==> src/rtl/snd_pkg.sv <==
// sample widths and rate plan; every rate must be a power of two and fm_w must equal snd_w
`default_nettype none

package snd_pkg;

    // sample widths
    localparam int fm_w  = 16;   // fm sample, signed
    localparam int psg_w = 12;   // psg sample, signed
    localparam int snd_w = 16;   // mixed and output word

    // clocks per sample in each rate domain
    localparam int in_period  = 32;  // input rate
    localparam int mid_period = 8;   // after stage 1
    localparam int out_period = 2;   // output rate

    // first cic stage
    localparam int s1_rate  = 4;
    localparam int s1_order = 1;     // plain hold

    // second cic stage
    localparam int s2_rate  = 4;
    localparam int s2_order = 2;     // linear interpolation

endpackage

`default_nettype wire

==> src/rtl/apb_reg_pkg.sv <==
// APB register map of the up-rate block; 8-bit byte addresses, 32-bit data, zero wait states
`default_nettype none

package apb_reg_pkg;

    localparam int apb_aw = 8;    // address bits
    localparam int apb_dw = 32;   // data bits

    // mapped registers, word aligned
    typedef enum logic [apb_aw-1:0] {
        ctrl_addr   = 8'h00,
        status_addr = 8'h04,
        id_addr     = 8'h08
    } reg_addr_e;

    // CTRL fields
    localparam int ctrl_fm_en_bit  = 0;
    localparam int ctrl_psg_en_bit = 1;
    localparam int ctrl_att_lsb    = 2;
    localparam int ctrl_att_w      = 2;   // psg shift 0..3

    // STATUS fields
    localparam int status_clip_bit = 0;   // sticky, write 1 to clear

    // reset values
    localparam logic                  ctrl_fm_en_rst  = 1'b1;
    localparam logic                  ctrl_psg_en_rst = 1'b1;
    localparam logic [ctrl_att_w-1:0] ctrl_att_rst    = '0;
    localparam logic [apb_dw-1:0]     id_value        = 32'h464d_5552;  // "FMUR"

    typedef enum logic [1:0] {idle, setup, access} apb_phase_e;

endpackage

`default_nettype wire

==> src/rtl/mix_cfg_if.sv <==
// mixer control and clip status between register block and mixer; clip is a one cycle pulse
`timescale 1ns/1ps
`default_nettype none

interface mix_cfg_if;

    logic       fm_en;     // fm source on
    logic       psg_en;    // psg source on
    logic [1:0] psg_att;   // psg right shift
    logic       clip;      // pulse per saturated sum

    modport regs (
        output fm_en,
        output psg_en,
        output psg_att,
        input  clip
    );

    modport mixer (
        input  fm_en,
        input  psg_en,
        input  psg_att,
        output clip
    );

endinterface

`default_nettype wire

==> src/rtl/apb_cfg_regs.sv <==
// APB config slave without wait states; unmapped addresses give pslverr, read 0 and never write
`timescale 1ns/1ps
`default_nettype none

module apb_cfg_regs (
    input  wire                             clk,
    input  wire                             rst_n,
    input  wire  [apb_reg_pkg::apb_aw-1:0]  paddr,
    input  wire                             psel,
    input  wire                             penable,
    input  wire                             pwrite,
    input  wire  [apb_reg_pkg::apb_dw-1:0]  pwdata,
    output logic [apb_reg_pkg::apb_dw-1:0]  prdata,
    output logic                            pready,
    output logic                            pslverr,
    mix_cfg_if.regs                         cfg
);
    import apb_reg_pkg::*;

    apb_phase_e             bus_phase;  // phase on the bus now
    apb_phase_e             phase_q;    // phase one cycle back
    reg_addr_e              addr;
    logic                   addr_ok;
    logic                   wr_en;
    logic                   fm_en_q;
    logic                   psg_en_q;
    logic [ctrl_att_w-1:0]  psg_att_q;
    logic                   clip_q;     // sticky clip flag

    always_comb begin
        if (!psel) begin
            bus_phase = idle;
        end else if (!penable) begin
            bus_phase = setup;
        end else begin
            bus_phase = access;
        end
    end

    always_ff @(posedge clk or negedge rst_n) begin
        if (!rst_n) begin
            phase_q <= idle;
        end else begin
            phase_q <= bus_phase;
        end
    end

    // address decode
    assign addr = reg_addr_e'(paddr);

    always_comb begin
        case (addr)
            ctrl_addr, status_addr, id_addr: addr_ok = 1'b1;
            default:                         addr_ok = 1'b0;
        endcase
    end

    // write lands at the end of a proper access phase
    assign wr_en   = (bus_phase == access) && (phase_q == setup) && pwrite && addr_ok;
    assign pready  = 1'b1;                                  // zero wait
    assign pslverr = (bus_phase == access) && !addr_ok;

    // CTRL
    always_ff @(posedge clk or negedge rst_n) begin
        if (!rst_n) begin
            fm_en_q   <= ctrl_fm_en_rst;
            psg_en_q  <= ctrl_psg_en_rst;
            psg_att_q <= ctrl_att_rst;
        end else if (wr_en && addr == ctrl_addr) begin
            fm_en_q   <= pwdata[ctrl_fm_en_bit];
            psg_en_q  <= pwdata[ctrl_psg_en_bit];
            psg_att_q <= pwdata[ctrl_att_lsb +: ctrl_att_w];
        end
    end

    // STATUS
    always_ff @(posedge clk or negedge rst_n) begin
        if (!rst_n) begin
            clip_q <= 1'b0;
        end else if (cfg.clip) begin
            clip_q <= 1'b1;                                  // new clip beats a clear
        end else if (wr_en && addr == status_addr && pwdata[status_clip_bit]) begin
            clip_q <= 1'b0;                                  // write 1 to clear
        end
    end

    // read mux, unmapped reads 0
    always_comb begin
        prdata = '0;
        case (addr)
            ctrl_addr: begin
                prdata[ctrl_fm_en_bit]                = fm_en_q;
                prdata[ctrl_psg_en_bit]               = psg_en_q;
                prdata[ctrl_att_lsb +: ctrl_att_w]    = psg_att_q;
            end
            status_addr: prdata[status_clip_bit] = clip_q;
            id_addr:     prdata = id_value;
            default:     prdata = '0;
        endcase
    end

    assign cfg.fm_en   = fm_en_q;
    assign cfg.psg_en  = psg_en_q;
    assign cfg.psg_att = psg_att_q;

    // bus protocol checks
    a_penable_needs_psel: assert property (@(posedge clk) disable iff (!rst_n)
        penable |-> psel);
    a_access_after_setup: assert property (@(posedge clk) disable iff (!rst_n)
        (bus_phase == access) |-> (phase_q == setup));

endmodule

`default_nettype wire

==> src/rtl/snd_mixer.sv <==
// fm + psg mixer updated on cen_in; psg is doubled before attenuation and the sum saturates to snd_w
`timescale 1ns/1ps
`default_nettype none

module snd_mixer (
    input  wire                                 clk,
    input  wire                                 rst_n,
    input  wire                                 cen_in,
    input  wire  signed [snd_pkg::fm_w-1:0]     fm_snd,
    input  wire  signed [snd_pkg::psg_w-1:0]    psg_snd,
    mix_cfg_if.mixer                            cfg,
    output logic signed [snd_pkg::snd_w-1:0]    mixed
);
    import snd_pkg::*;

    localparam int sum_w = snd_w + 1;   // one guard bit for overflow
    localparam logic signed [snd_w-1:0] sat_max = {1'b0, {(snd_w-1){1'b1}}};
    localparam logic signed [snd_w-1:0] sat_min = {1'b1, {(snd_w-1){1'b0}}};

    logic signed [sum_w-1:0] fm_ext;
    logic signed [sum_w-1:0] psg_ext;
    logic signed [sum_w-1:0] psg_sh;
    logic signed [sum_w-1:0] sum;
    logic                    sat;

    always_comb begin
        fm_ext  = {{(sum_w-fm_w){fm_snd[fm_w-1]}}, fm_snd};
        psg_ext = {{(sum_w-psg_w-1){psg_snd[psg_w-1]}}, psg_snd, 1'b0};  // doubled with sign kept
        psg_sh  = psg_ext >>> cfg.psg_att;                               // arithmetic
        if (!cfg.fm_en) begin
            fm_ext = '0;
        end
        if (!cfg.psg_en) begin
            psg_sh = '0;
        end
        sum = fm_ext + psg_sh;
        sat = sum[sum_w-1] != sum[sum_w-2];   // top two bits disagree
    end

    // result taken on cen_in and held for a full input period
    always_ff @(posedge clk or negedge rst_n) begin
        if (!rst_n) begin
            mixed    <= '0;
            cfg.clip <= 1'b0;
        end else begin
            cfg.clip <= cen_in && sat;        // one cycle pulse
            if (cen_in) begin
                if (sat) begin
                    mixed <= sum[sum_w-1] ? sat_min : sat_max;
                end else begin
                    mixed <= sum[snd_w-1:0];
                end
            end
        end
    end

    // only both sources together pass full scale and the clamp takes the fm sign
    a_clip_after_cen: assert property (@(posedge clk) disable iff (!rst_n)
        cfg.clip |-> $past(cen_in && cfg.fm_en && cfg.psg_en)
                     && (mixed[snd_w-1] == $past(fm_snd[fm_w-1])));

endmodule

`default_nettype wire

==> src/rtl/cic_interp.sv <==
// cic interpolator; rate must be a power of two, order 1 to 3, cen_in must coincide with a cen_out
`timescale 1ns/1ps
`default_nettype none

module cic_interp #(
    parameter int rate  = 4,   // up-sampling factor
    parameter int order = 1    // comb and integrator sections
) (
    input  wire                                 clk,
    input  wire                                 rst_n,
    input  wire                                 cen_in,
    input  wire                                 cen_out,
    input  wire  signed [snd_pkg::snd_w-1:0]    snd_in,
    output logic signed [snd_pkg::snd_w-1:0]    snd_out
);
    import snd_pkg::*;

    // dc gain is rate**(order-1), removed exactly by a shift
    localparam int gain_sh = $clog2(rate) * (order - 1);
    localparam int calc_w  = snd_w + gain_sh + 1;   // plus a guard bit

    logic signed [calc_w-1:0] comb_d [order];       // comb delays
    logic signed [calc_w-1:0] comb_v [order+1];     // comb chain values
    logic signed [calc_w-1:0] stuffed;              // zero stuffed stream
    logic signed [calc_w-1:0] integ  [order];       // integrators

    // comb chain at the low rate
    always_comb begin
        comb_v[0] = calc_w'(snd_in);                // sign extended
        for (int k = 0; k < order; k++) begin
            comb_v[k+1] = comb_v[k] - comb_d[k];
        end
    end

    always_ff @(posedge clk or negedge rst_n) begin
        if (!rst_n) begin
            for (int k = 0; k < order; k++) begin
                comb_d[k] <= '0;
            end
        end else if (cen_in) begin
            for (int k = 0; k < order; k++) begin
                comb_d[k] <= comb_v[k];
            end
        end
    end

    // one comb result per input sample, zeros in between
    assign stuffed = cen_in ? comb_v[order] : '0;

    // integrators and output at the high rate
    always_ff @(posedge clk or negedge rst_n) begin
        if (!rst_n) begin
            for (int k = 0; k < order; k++) begin
                integ[k] <= '0;
            end
            snd_out <= '0;
        end else if (cen_out) begin
            integ[0] <= integ[0] + stuffed;
            for (int k = 1; k < order; k++) begin
                integ[k] <= integ[k] + integ[k-1];  // pipelined cascade
            end
            snd_out <= snd_w'(integ[order-1] >>> gain_sh);  // fits once gain is removed
        end
    end

    // a low rate sample between output strobes would be dropped
    a_in_on_out: assert property (@(posedge clk) disable iff (!rst_n)
        cen_in |-> cen_out);

endmodule

`default_nettype wire

==> src/rtl/rate_strobes.sv <==
// all rate strobes come from one counter; periods must be powers of two dividing in_period
`timescale 1ns/1ps
`default_nettype none

module rate_strobes (
    input  wire   clk,
    input  wire   rst_n,
    output logic  cen_in,
    output logic  cen_mid,
    output logic  cen_out
);
    import snd_pkg::*;

    localparam int in_b  = $clog2(in_period);
    localparam int mid_b = $clog2(mid_period);
    localparam int out_b = $clog2(out_period);

    logic [in_b-1:0] cnt;   // free running phase

    always_ff @(posedge clk or negedge rst_n) begin
        if (!rst_n) begin
            cnt     <= '0;
            cen_in  <= 1'b0;
            cen_mid <= 1'b0;
            cen_out <= 1'b0;
        end else begin
            if (cnt == in_b'(in_period - 1)) begin
                cnt <= '0;
            end else begin
                cnt <= cnt + 1'b1;
            end
            // decoded from the same count so the domains stay phase locked
            cen_in  <= cnt == '0;
            cen_mid <= cnt[mid_b-1:0] == '0;
            cen_out <= cnt[out_b-1:0] == '0;
        end
    end

endmodule

`default_nettype wire

==> src/rtl/fm_uprate_top.sv <==
// fm + psg up-rate top; sink takes every sample, no back-pressure, APB only for configuration
`timescale 1ns/1ps
`default_nettype none

module fm_uprate_top (
    input  wire                                 clk,
    input  wire                                 rst_n,
    input  wire  [apb_reg_pkg::apb_aw-1:0]      paddr,
    input  wire                                 psel,
    input  wire                                 penable,
    input  wire                                 pwrite,
    input  wire  [apb_reg_pkg::apb_dw-1:0]      pwdata,
    output logic [apb_reg_pkg::apb_dw-1:0]      prdata,
    output logic                                pready,
    output logic                                pslverr,
    input  wire  signed [snd_pkg::fm_w-1:0]     fm_snd,
    input  wire  signed [snd_pkg::psg_w-1:0]    psg_snd,
    output logic                                sample_tick,
    output logic signed [snd_pkg::snd_w-1:0]    snd,
    output logic                                snd_stb
);
    import snd_pkg::*;

    logic                    cen_in;
    logic                    cen_mid;
    logic                    cen_out;
    logic signed [snd_w-1:0] mixed_snd;   // input rate
    logic signed [snd_w-1:0] mid_snd;     // after x4

    mix_cfg_if u_cfg ();

    apb_cfg_regs u_regs (
        .clk     (clk),
        .rst_n   (rst_n),
        .paddr   (paddr),
        .psel    (psel),
        .penable (penable),
        .pwrite  (pwrite),
        .pwdata  (pwdata),
        .prdata  (prdata),
        .pready  (pready),
        .pslverr (pslverr),
        .cfg     (u_cfg.regs)
    );

    rate_strobes u_strobes (
        .clk     (clk),
        .rst_n   (rst_n),
        .cen_in  (cen_in),
        .cen_mid (cen_mid),
        .cen_out (cen_out)
    );

    snd_mixer u_mixer (
        .clk     (clk),
        .rst_n   (rst_n),
        .cen_in  (cen_in),
        .fm_snd  (fm_snd),
        .psg_snd (psg_snd),
        .cfg     (u_cfg.mixer),
        .mixed   (mixed_snd)
    );

    // input rate to mid rate, sample hold
    cic_interp #(.rate(s1_rate), .order(s1_order)) u_stage1 (
        .clk     (clk),
        .rst_n   (rst_n),
        .cen_in  (cen_in),
        .cen_out (cen_mid),
        .snd_in  (mixed_snd),
        .snd_out (mid_snd)
    );

    // mid rate to output rate, linear ramps
    cic_interp #(.rate(s2_rate), .order(s2_order)) u_stage2 (
        .clk     (clk),
        .rst_n   (rst_n),
        .cen_in  (cen_mid),
        .cen_out (cen_out),
        .snd_in  (mid_snd),
        .snd_out (snd)
    );

    // strobes line up with the registered outputs
    always_ff @(posedge clk or negedge rst_n) begin
        if (!rst_n) begin
            sample_tick <= 1'b0;
            snd_stb     <= 1'b0;
        end else begin
            sample_tick <= cen_in;    // input just taken
            snd_stb     <= cen_out;   // snd just updated
        end
    end

endmodule

`default_nettype wire

==> config.mk <==
export PLATFORM = sky130hd
export DESIGN_NAME = fm_uprate_top
export DESIGN_NICKNAME = d
export VERILOG_FILES = /design/src/rtl/snd_pkg.sv /design/src/rtl/apb_reg_pkg.sv /design/src/rtl/mix_cfg_if.sv /design/src/rtl/apb_cfg_regs.sv /design/src/rtl/snd_mixer.sv /design/src/rtl/cic_interp.sv /design/src/rtl/rate_strobes.sv /design/src/rtl/fm_uprate_top.sv
export SDC_FILE = /design/constraint.sdc
export NUM_CORES = 1
export LEC_CHECK = 0
export ABC_AREA = 1
export BUFFER_PORTS_ARGS = -buffer_cell sky130_fd_sc_hd__buf_4
export CAP_MARGIN = 20
export CORE_MARGIN = 1
export CORE_UTILIZATION = 42
export CTS_BUF_LIST = sky130_fd_sc_hd__clkbuf_4
export CTS_CLUSTER_DIAMETER = 80
export DETAILED_ROUTE_END_ITERATION = 10
export GPL_TIMING_DRIVEN = 0
export SLEW_MARGIN = 5
export SYNTH_ARGS = -nofsm -noshare
export SYNTH_HDL_FRONTEND = slang
export SYNTH_HIERARCHICAL = 1
export SYNTH_SLANG_ARGS = --single-unit
export TNS_END_PERCENT = 5
==> constraint.sdc <==
create_clock -name clk -period 4.4 [get_ports clk]
set_clock_uncertainty 0.1 [all_clocks]
set_input_delay 0.88 -clock clk [delete_from_list [all_inputs] [get_ports clk]]
set_output_delay 0.88 -clock clk [all_outputs]
set_load 0.01 [all_outputs]
* Yosys cells after proc, flatten, opt, wreduce, memory -nomap -nowiden *
Cells that the tools add are included.

storage, ports and cells
  bits in registers = 172
  latch bits = 0
  memory bits (writable) = 0
  memory bits (read-only) = 0
  output and inout port bits = 52
  logic and storage cells = 66
  memories = 0

operators by class
  add/subtract/negate cells = 8
  multipliers = 0
  divide/modulo/power cells = 0
  magnitude comparators = 0
  equal/unequal tests = 6
  shift-type cells = 1
  multiplexer cells = 15
  bitwise logic cells = 1
  reduce and logical (&&, ||, !) cells = 14

operator list
  kind                 number
  $mux 17              3
  $add 19x19->19       2
  $add 17x17->17       2
  $sub 16x16->17       2
  $mux 16              2
  $mux 27              1
  $mux 19              1
  $sub 19x19->19       1
  $sshr 13x2->17       1
  $eq 8x3->1 const B   1
  $eq 8x4->1 const B   1
  $logic_and 1x1->1    8
  $logic_not 8->1      1
  $pmux 3 s2           1
  $add 5x1->5 const B  1
  $eq 5x5->1 const B   1
  $logic_not 5->1      1
  $mux 5               1
  $mux 2               2
  $logic_not 3->1      1
  $mux 1               3
  $reduce_or 3->1      1
  $eq 2x1->1 const B   1
  $eq 2x2->1 const B   1
  5 further kinds      5

* Depth between registers and ports, before layout *
  depth in word-level cells = 10
  gate-level depth with buffers = 33
  gate-level depth less buffers = 33

* Modules after synthesis *
Netlist, hierarchy kept.

by module, submodules not included
  module                  times used  cells each  area an instance (um2)
  cic_interp at u_stage2  1           930         6785.3
  cic_interp at u_stage1  1           471         3402.0
  snd_mixer               1           343         2135.8
  apb_cfg_regs            1           86          653.1
  rate_strobes            1           29          315.3
  fm_uprate_top           1           2           50.0

* Least setup slack after synthesis *
Ideal clock, no wire load.

  path type = reg-to-reg
  from = register u_stage1/snd_out[2] (netlist bit)
  to = register u_stage2/integ[36] (netlist bit)
  setup time = 0.117 ns
  data arrival time = 3.755 ns
  data required time = 4.183 ns
  setup slack = 0.428 ns
  stages on the path, launching flop included = 24
  buffers on the path = 0
  clock period less this slack = 3.972 ns
  cells stage by stage = dfrtp_1 -> ha_1 -> a21oi_1 -> nand2_2 -> a21oi_4 -> o21ai_4 -> nand2_1 -> nand2_2 -> xor2_2 -> ha_1 -> a21oi_1 -> o21ai_0 -> a221oi_1 -> nand3_1 -> nand2_1 -> nor2_1 -> ha_1 -> nand2_1 -> nor4_1 -> nand2_1 -> nand2_1 -> nand4_1 -> nand4_1 -> nand2_1

RTL lines
  what                            RTL line          text
  start: declaration              cic_interp.sv:14  output logic signed [snd_pkg::snd_w-1:0] snd_out
  start signal: assignment        cic_interp.sv:62  snd_out <= snd_w'(integ[order-1] >>> gain_sh);
  end signal: indexed assignment  cic_interp.sv:60  integ[k] <= integ[k] + integ[k-1];
  end: declaration                cic_interp.sv:25  logic signed [calc_w-1:0] integ [order];

==> metrics <==
routed len/inst 13.49 µm; worst-skew pair later-pin latency 0.63 ns; H-tree depth 4; Syn-to-layout area delta 16.59%; most common cell after layout, fill and taps aside nand2_1; final hold vios 0; Finish-stage setup viols 0; Clock Sinks 167; Core Region 30,910 µm²; drt pass-1 iters 5; post-layout util 50.32%; # DRC 0; die area 32,480 µm²; Worst R2R Path Depth 26; Placed Instances 2,352; Crit-path slowest cell dfrtp_1; final std cells w/o fill 2,411; initial core utilization 43.16%; Setup crit start kind flop; delay-heaviest family, CP adder cells; Yosys warning total 6; GR Layer Usage met2 35.22%; leak pwr 8.358 nW; CP endpoint kind flop; # rows 64; commonest cells after routing, fill and taps aside nand2_1 (543), inv_1 (240), dfrtp_1 (165); RSZ-0062 raised after global routing true; IO Count 125; Buf/Inv on CP 2; First DRT Iteration DRCs 618; Final GP Congestion 0.8820; Max VDD drop 0.2265 mV; Worst EP required 4.82 ns; CTS tree done; Worst EP arrival 4.68 ns; met1 Use GR 25.97%; critical path startpoint u_stage2/comb_d[19]; total gr overflow 0; Avg Inst Size Synth 7.169 µm²; HPWL after detailed placement 24.88 mm; worst flop-to-flop path endpoint u_stage2/integ[36]; Slew @ Worst Pin 0.8182 ns; crit path time final 4.258 ns; Via density 4.947; initial antenna violation count 1; register area share after synthesis 31.34%; R2R Path Start u_stage2/comb_d[19]; vias in the first global route 11.43k; Critical Path Fanout Max 4; cts bufs inserted 17; buffer depth of the longest clock path 2; Die Y 180.2 µm; ANT nets after route 0; met3 usage 3.517%; clock slew at reported path FFs 0.18 ns; routed via count 11.93k; ys flop type dfrtp_1; largest net degree at the start of global routing 111; Fin Setup TNS 0 ns; fin nets 2,197; hold crit path type input port to asynchronous set/reset pin; CTS root buffer clkbuf_4; Pwr Total 2.774 mW; final setup margin 0.1417 ns; Fmax 234.8 MHz; Synth cell types 61; period utilization 96.78%; Max Cap Viol 0; layout cells sized above 1 18.42%; first-pass GRT wire length 54.43 mm; WS Path Type flop to flop; critical path depth in cells 26; GRT Max-Usage Layer met2; die extent in x 180.2 µm; status complete, no violations; Post-synth EDFFs 0; R2R setup slack 0.14 ns; drt total wl 32.52 mm; Final Max Slew Viols 0; Slowest Stage Delay on Critical Path 0.45 ns; number of port buffers 80; FF+latch count, synth 167; GRT Total Usage 20.32%; dpl ws -0.1684 ns; Synth async-reset ratio 100.0%; Cells after Synth 1,861; Slew HR 45.25%; Synth Cell Area 13,340 µm²; power per cell area 178.3 nW/µm²
==> layout make-up <==
type | count | area (µm²)
antenna | 1 | 2.502
buffer | 68 | 390.4
clock buffer | 17 | 127.6
clock inverter | 15 | 171.4
fill | 3102 | 15350
inverter | 256 | 960.9
multi-input combinational | 1384 | 8378
sequential | 167 | 4182
tap | 396 | 495.5
timing repair buffer | 107 | 847.1
==> where the power goes <==
group | leakage, nW | internal, mW | switching, mW
registers | 2.29 | 1.54 | 0.00251
logic | 5.92 | 0.104 | 0.136
clock network | 0.155 | 0.352 | 0.639
total | 8.36 | 2.00 | 0.778
==> stage by stage <==
step / instance area [µm²] / hold slack (ns)
CTS: 15000 / 0.02321
finish: 15550 / 0.05155
global placement: 14490 / 0.3180
detailed placement: 14530 / 0.3302
floorplan: 13390 / 0.2487
global route: 15550 / 0.01010
==> worst max-delay path by stage <==
stage,slack (ns),endpoint
6_report,0.14,u_stage2/integ[36]
5_1_grt,-0.12,u_stage2/integ[36]
4_1_cts,0.01,u_stage2/integ[36]
3_5_place_dp,-0.17,u_stage2/integ[36]
3_3_place_gp,-0.13,u_stage2/integ[36]
2_1_floorplan,0.43,u_stage2/integ[36]
==> flip-flops by register name, summed over array words and instances, names as in the netlist, 2 cells and up <==
name                cells
u_mixer/mixed          16
u_stage1/snd_out       16
u_stage2/snd_out       16
u_stage2/comb_d        33
u_regs/cfg.psg_att      2
u_regs/phase_q          2
u_stage2/integ         36
u_stage1/comb_d        16
u_stage1/integ         16
u_strobes/cnt           5
==> kinds of logic (layout without fill, tap and decap cells) <==
| logic type | after synthesis | after routing | share of synthesized area [%] |
|---|---|---|---|
| AO/OA/AOI/OAI | 333 | 333 | 15.25 |
| other | 2 | 17 | 0.05629 |
| AND/OR/NAND/NOR | 859 | 859 | 27.59 |
| XOR/XNOR | 53 | 53 | 3.704 |
| adder cells (fa/ha/maj) | 123 | 123 | 11.93 |
| flip-flops | 167 | 167 | 31.34 |
| buffers and inverters | 324 | 463 | 10.13 |
==> routing by layer <==
layer  share of wire, %  wire length (µm)  vias to the layer above
met2                 48             15740                      150
met4                1.9               623                        0
li1                   -                 -                     6238
met3                2.5               803                       35
met5                  0                 0                        -
met1                 47             15350                     5504
==> synthesized netlist by cell type (12+ instances only) <==
cell type,count,share of area [%]
clkbuf_1,28,0.79
a21oi_1,103,3.9
nand3_1,78,2.9
o21ai_2,12,0.79
xor2_1,31,2.0
o21bai_1,19,1.1
nand4_1,18,0.84
xnor2_1,18,1.2
a31oi_1,18,0.84
nand2_1,557,16
o21ai_0,98,3.7
buf_4,28,1.6
nor2_1,119,3.3
a21oi_2,24,1.6
inv_1,246,6.9
ha_1,116,11
dfrtp_1,165,31
o21ai_1,22,0.83
nand2_2,25,1.2
==> repair_timing <==
action | 4_1_cts | 5_1_grt
endpoints found under the setup margin | 3 | 8
gates resized for setup | 20 | 85
hold buffers | 0 | 0
pin swaps | 5 | 52
setup buffers | 5 | 21
Power figures use the tool's default switching activity.
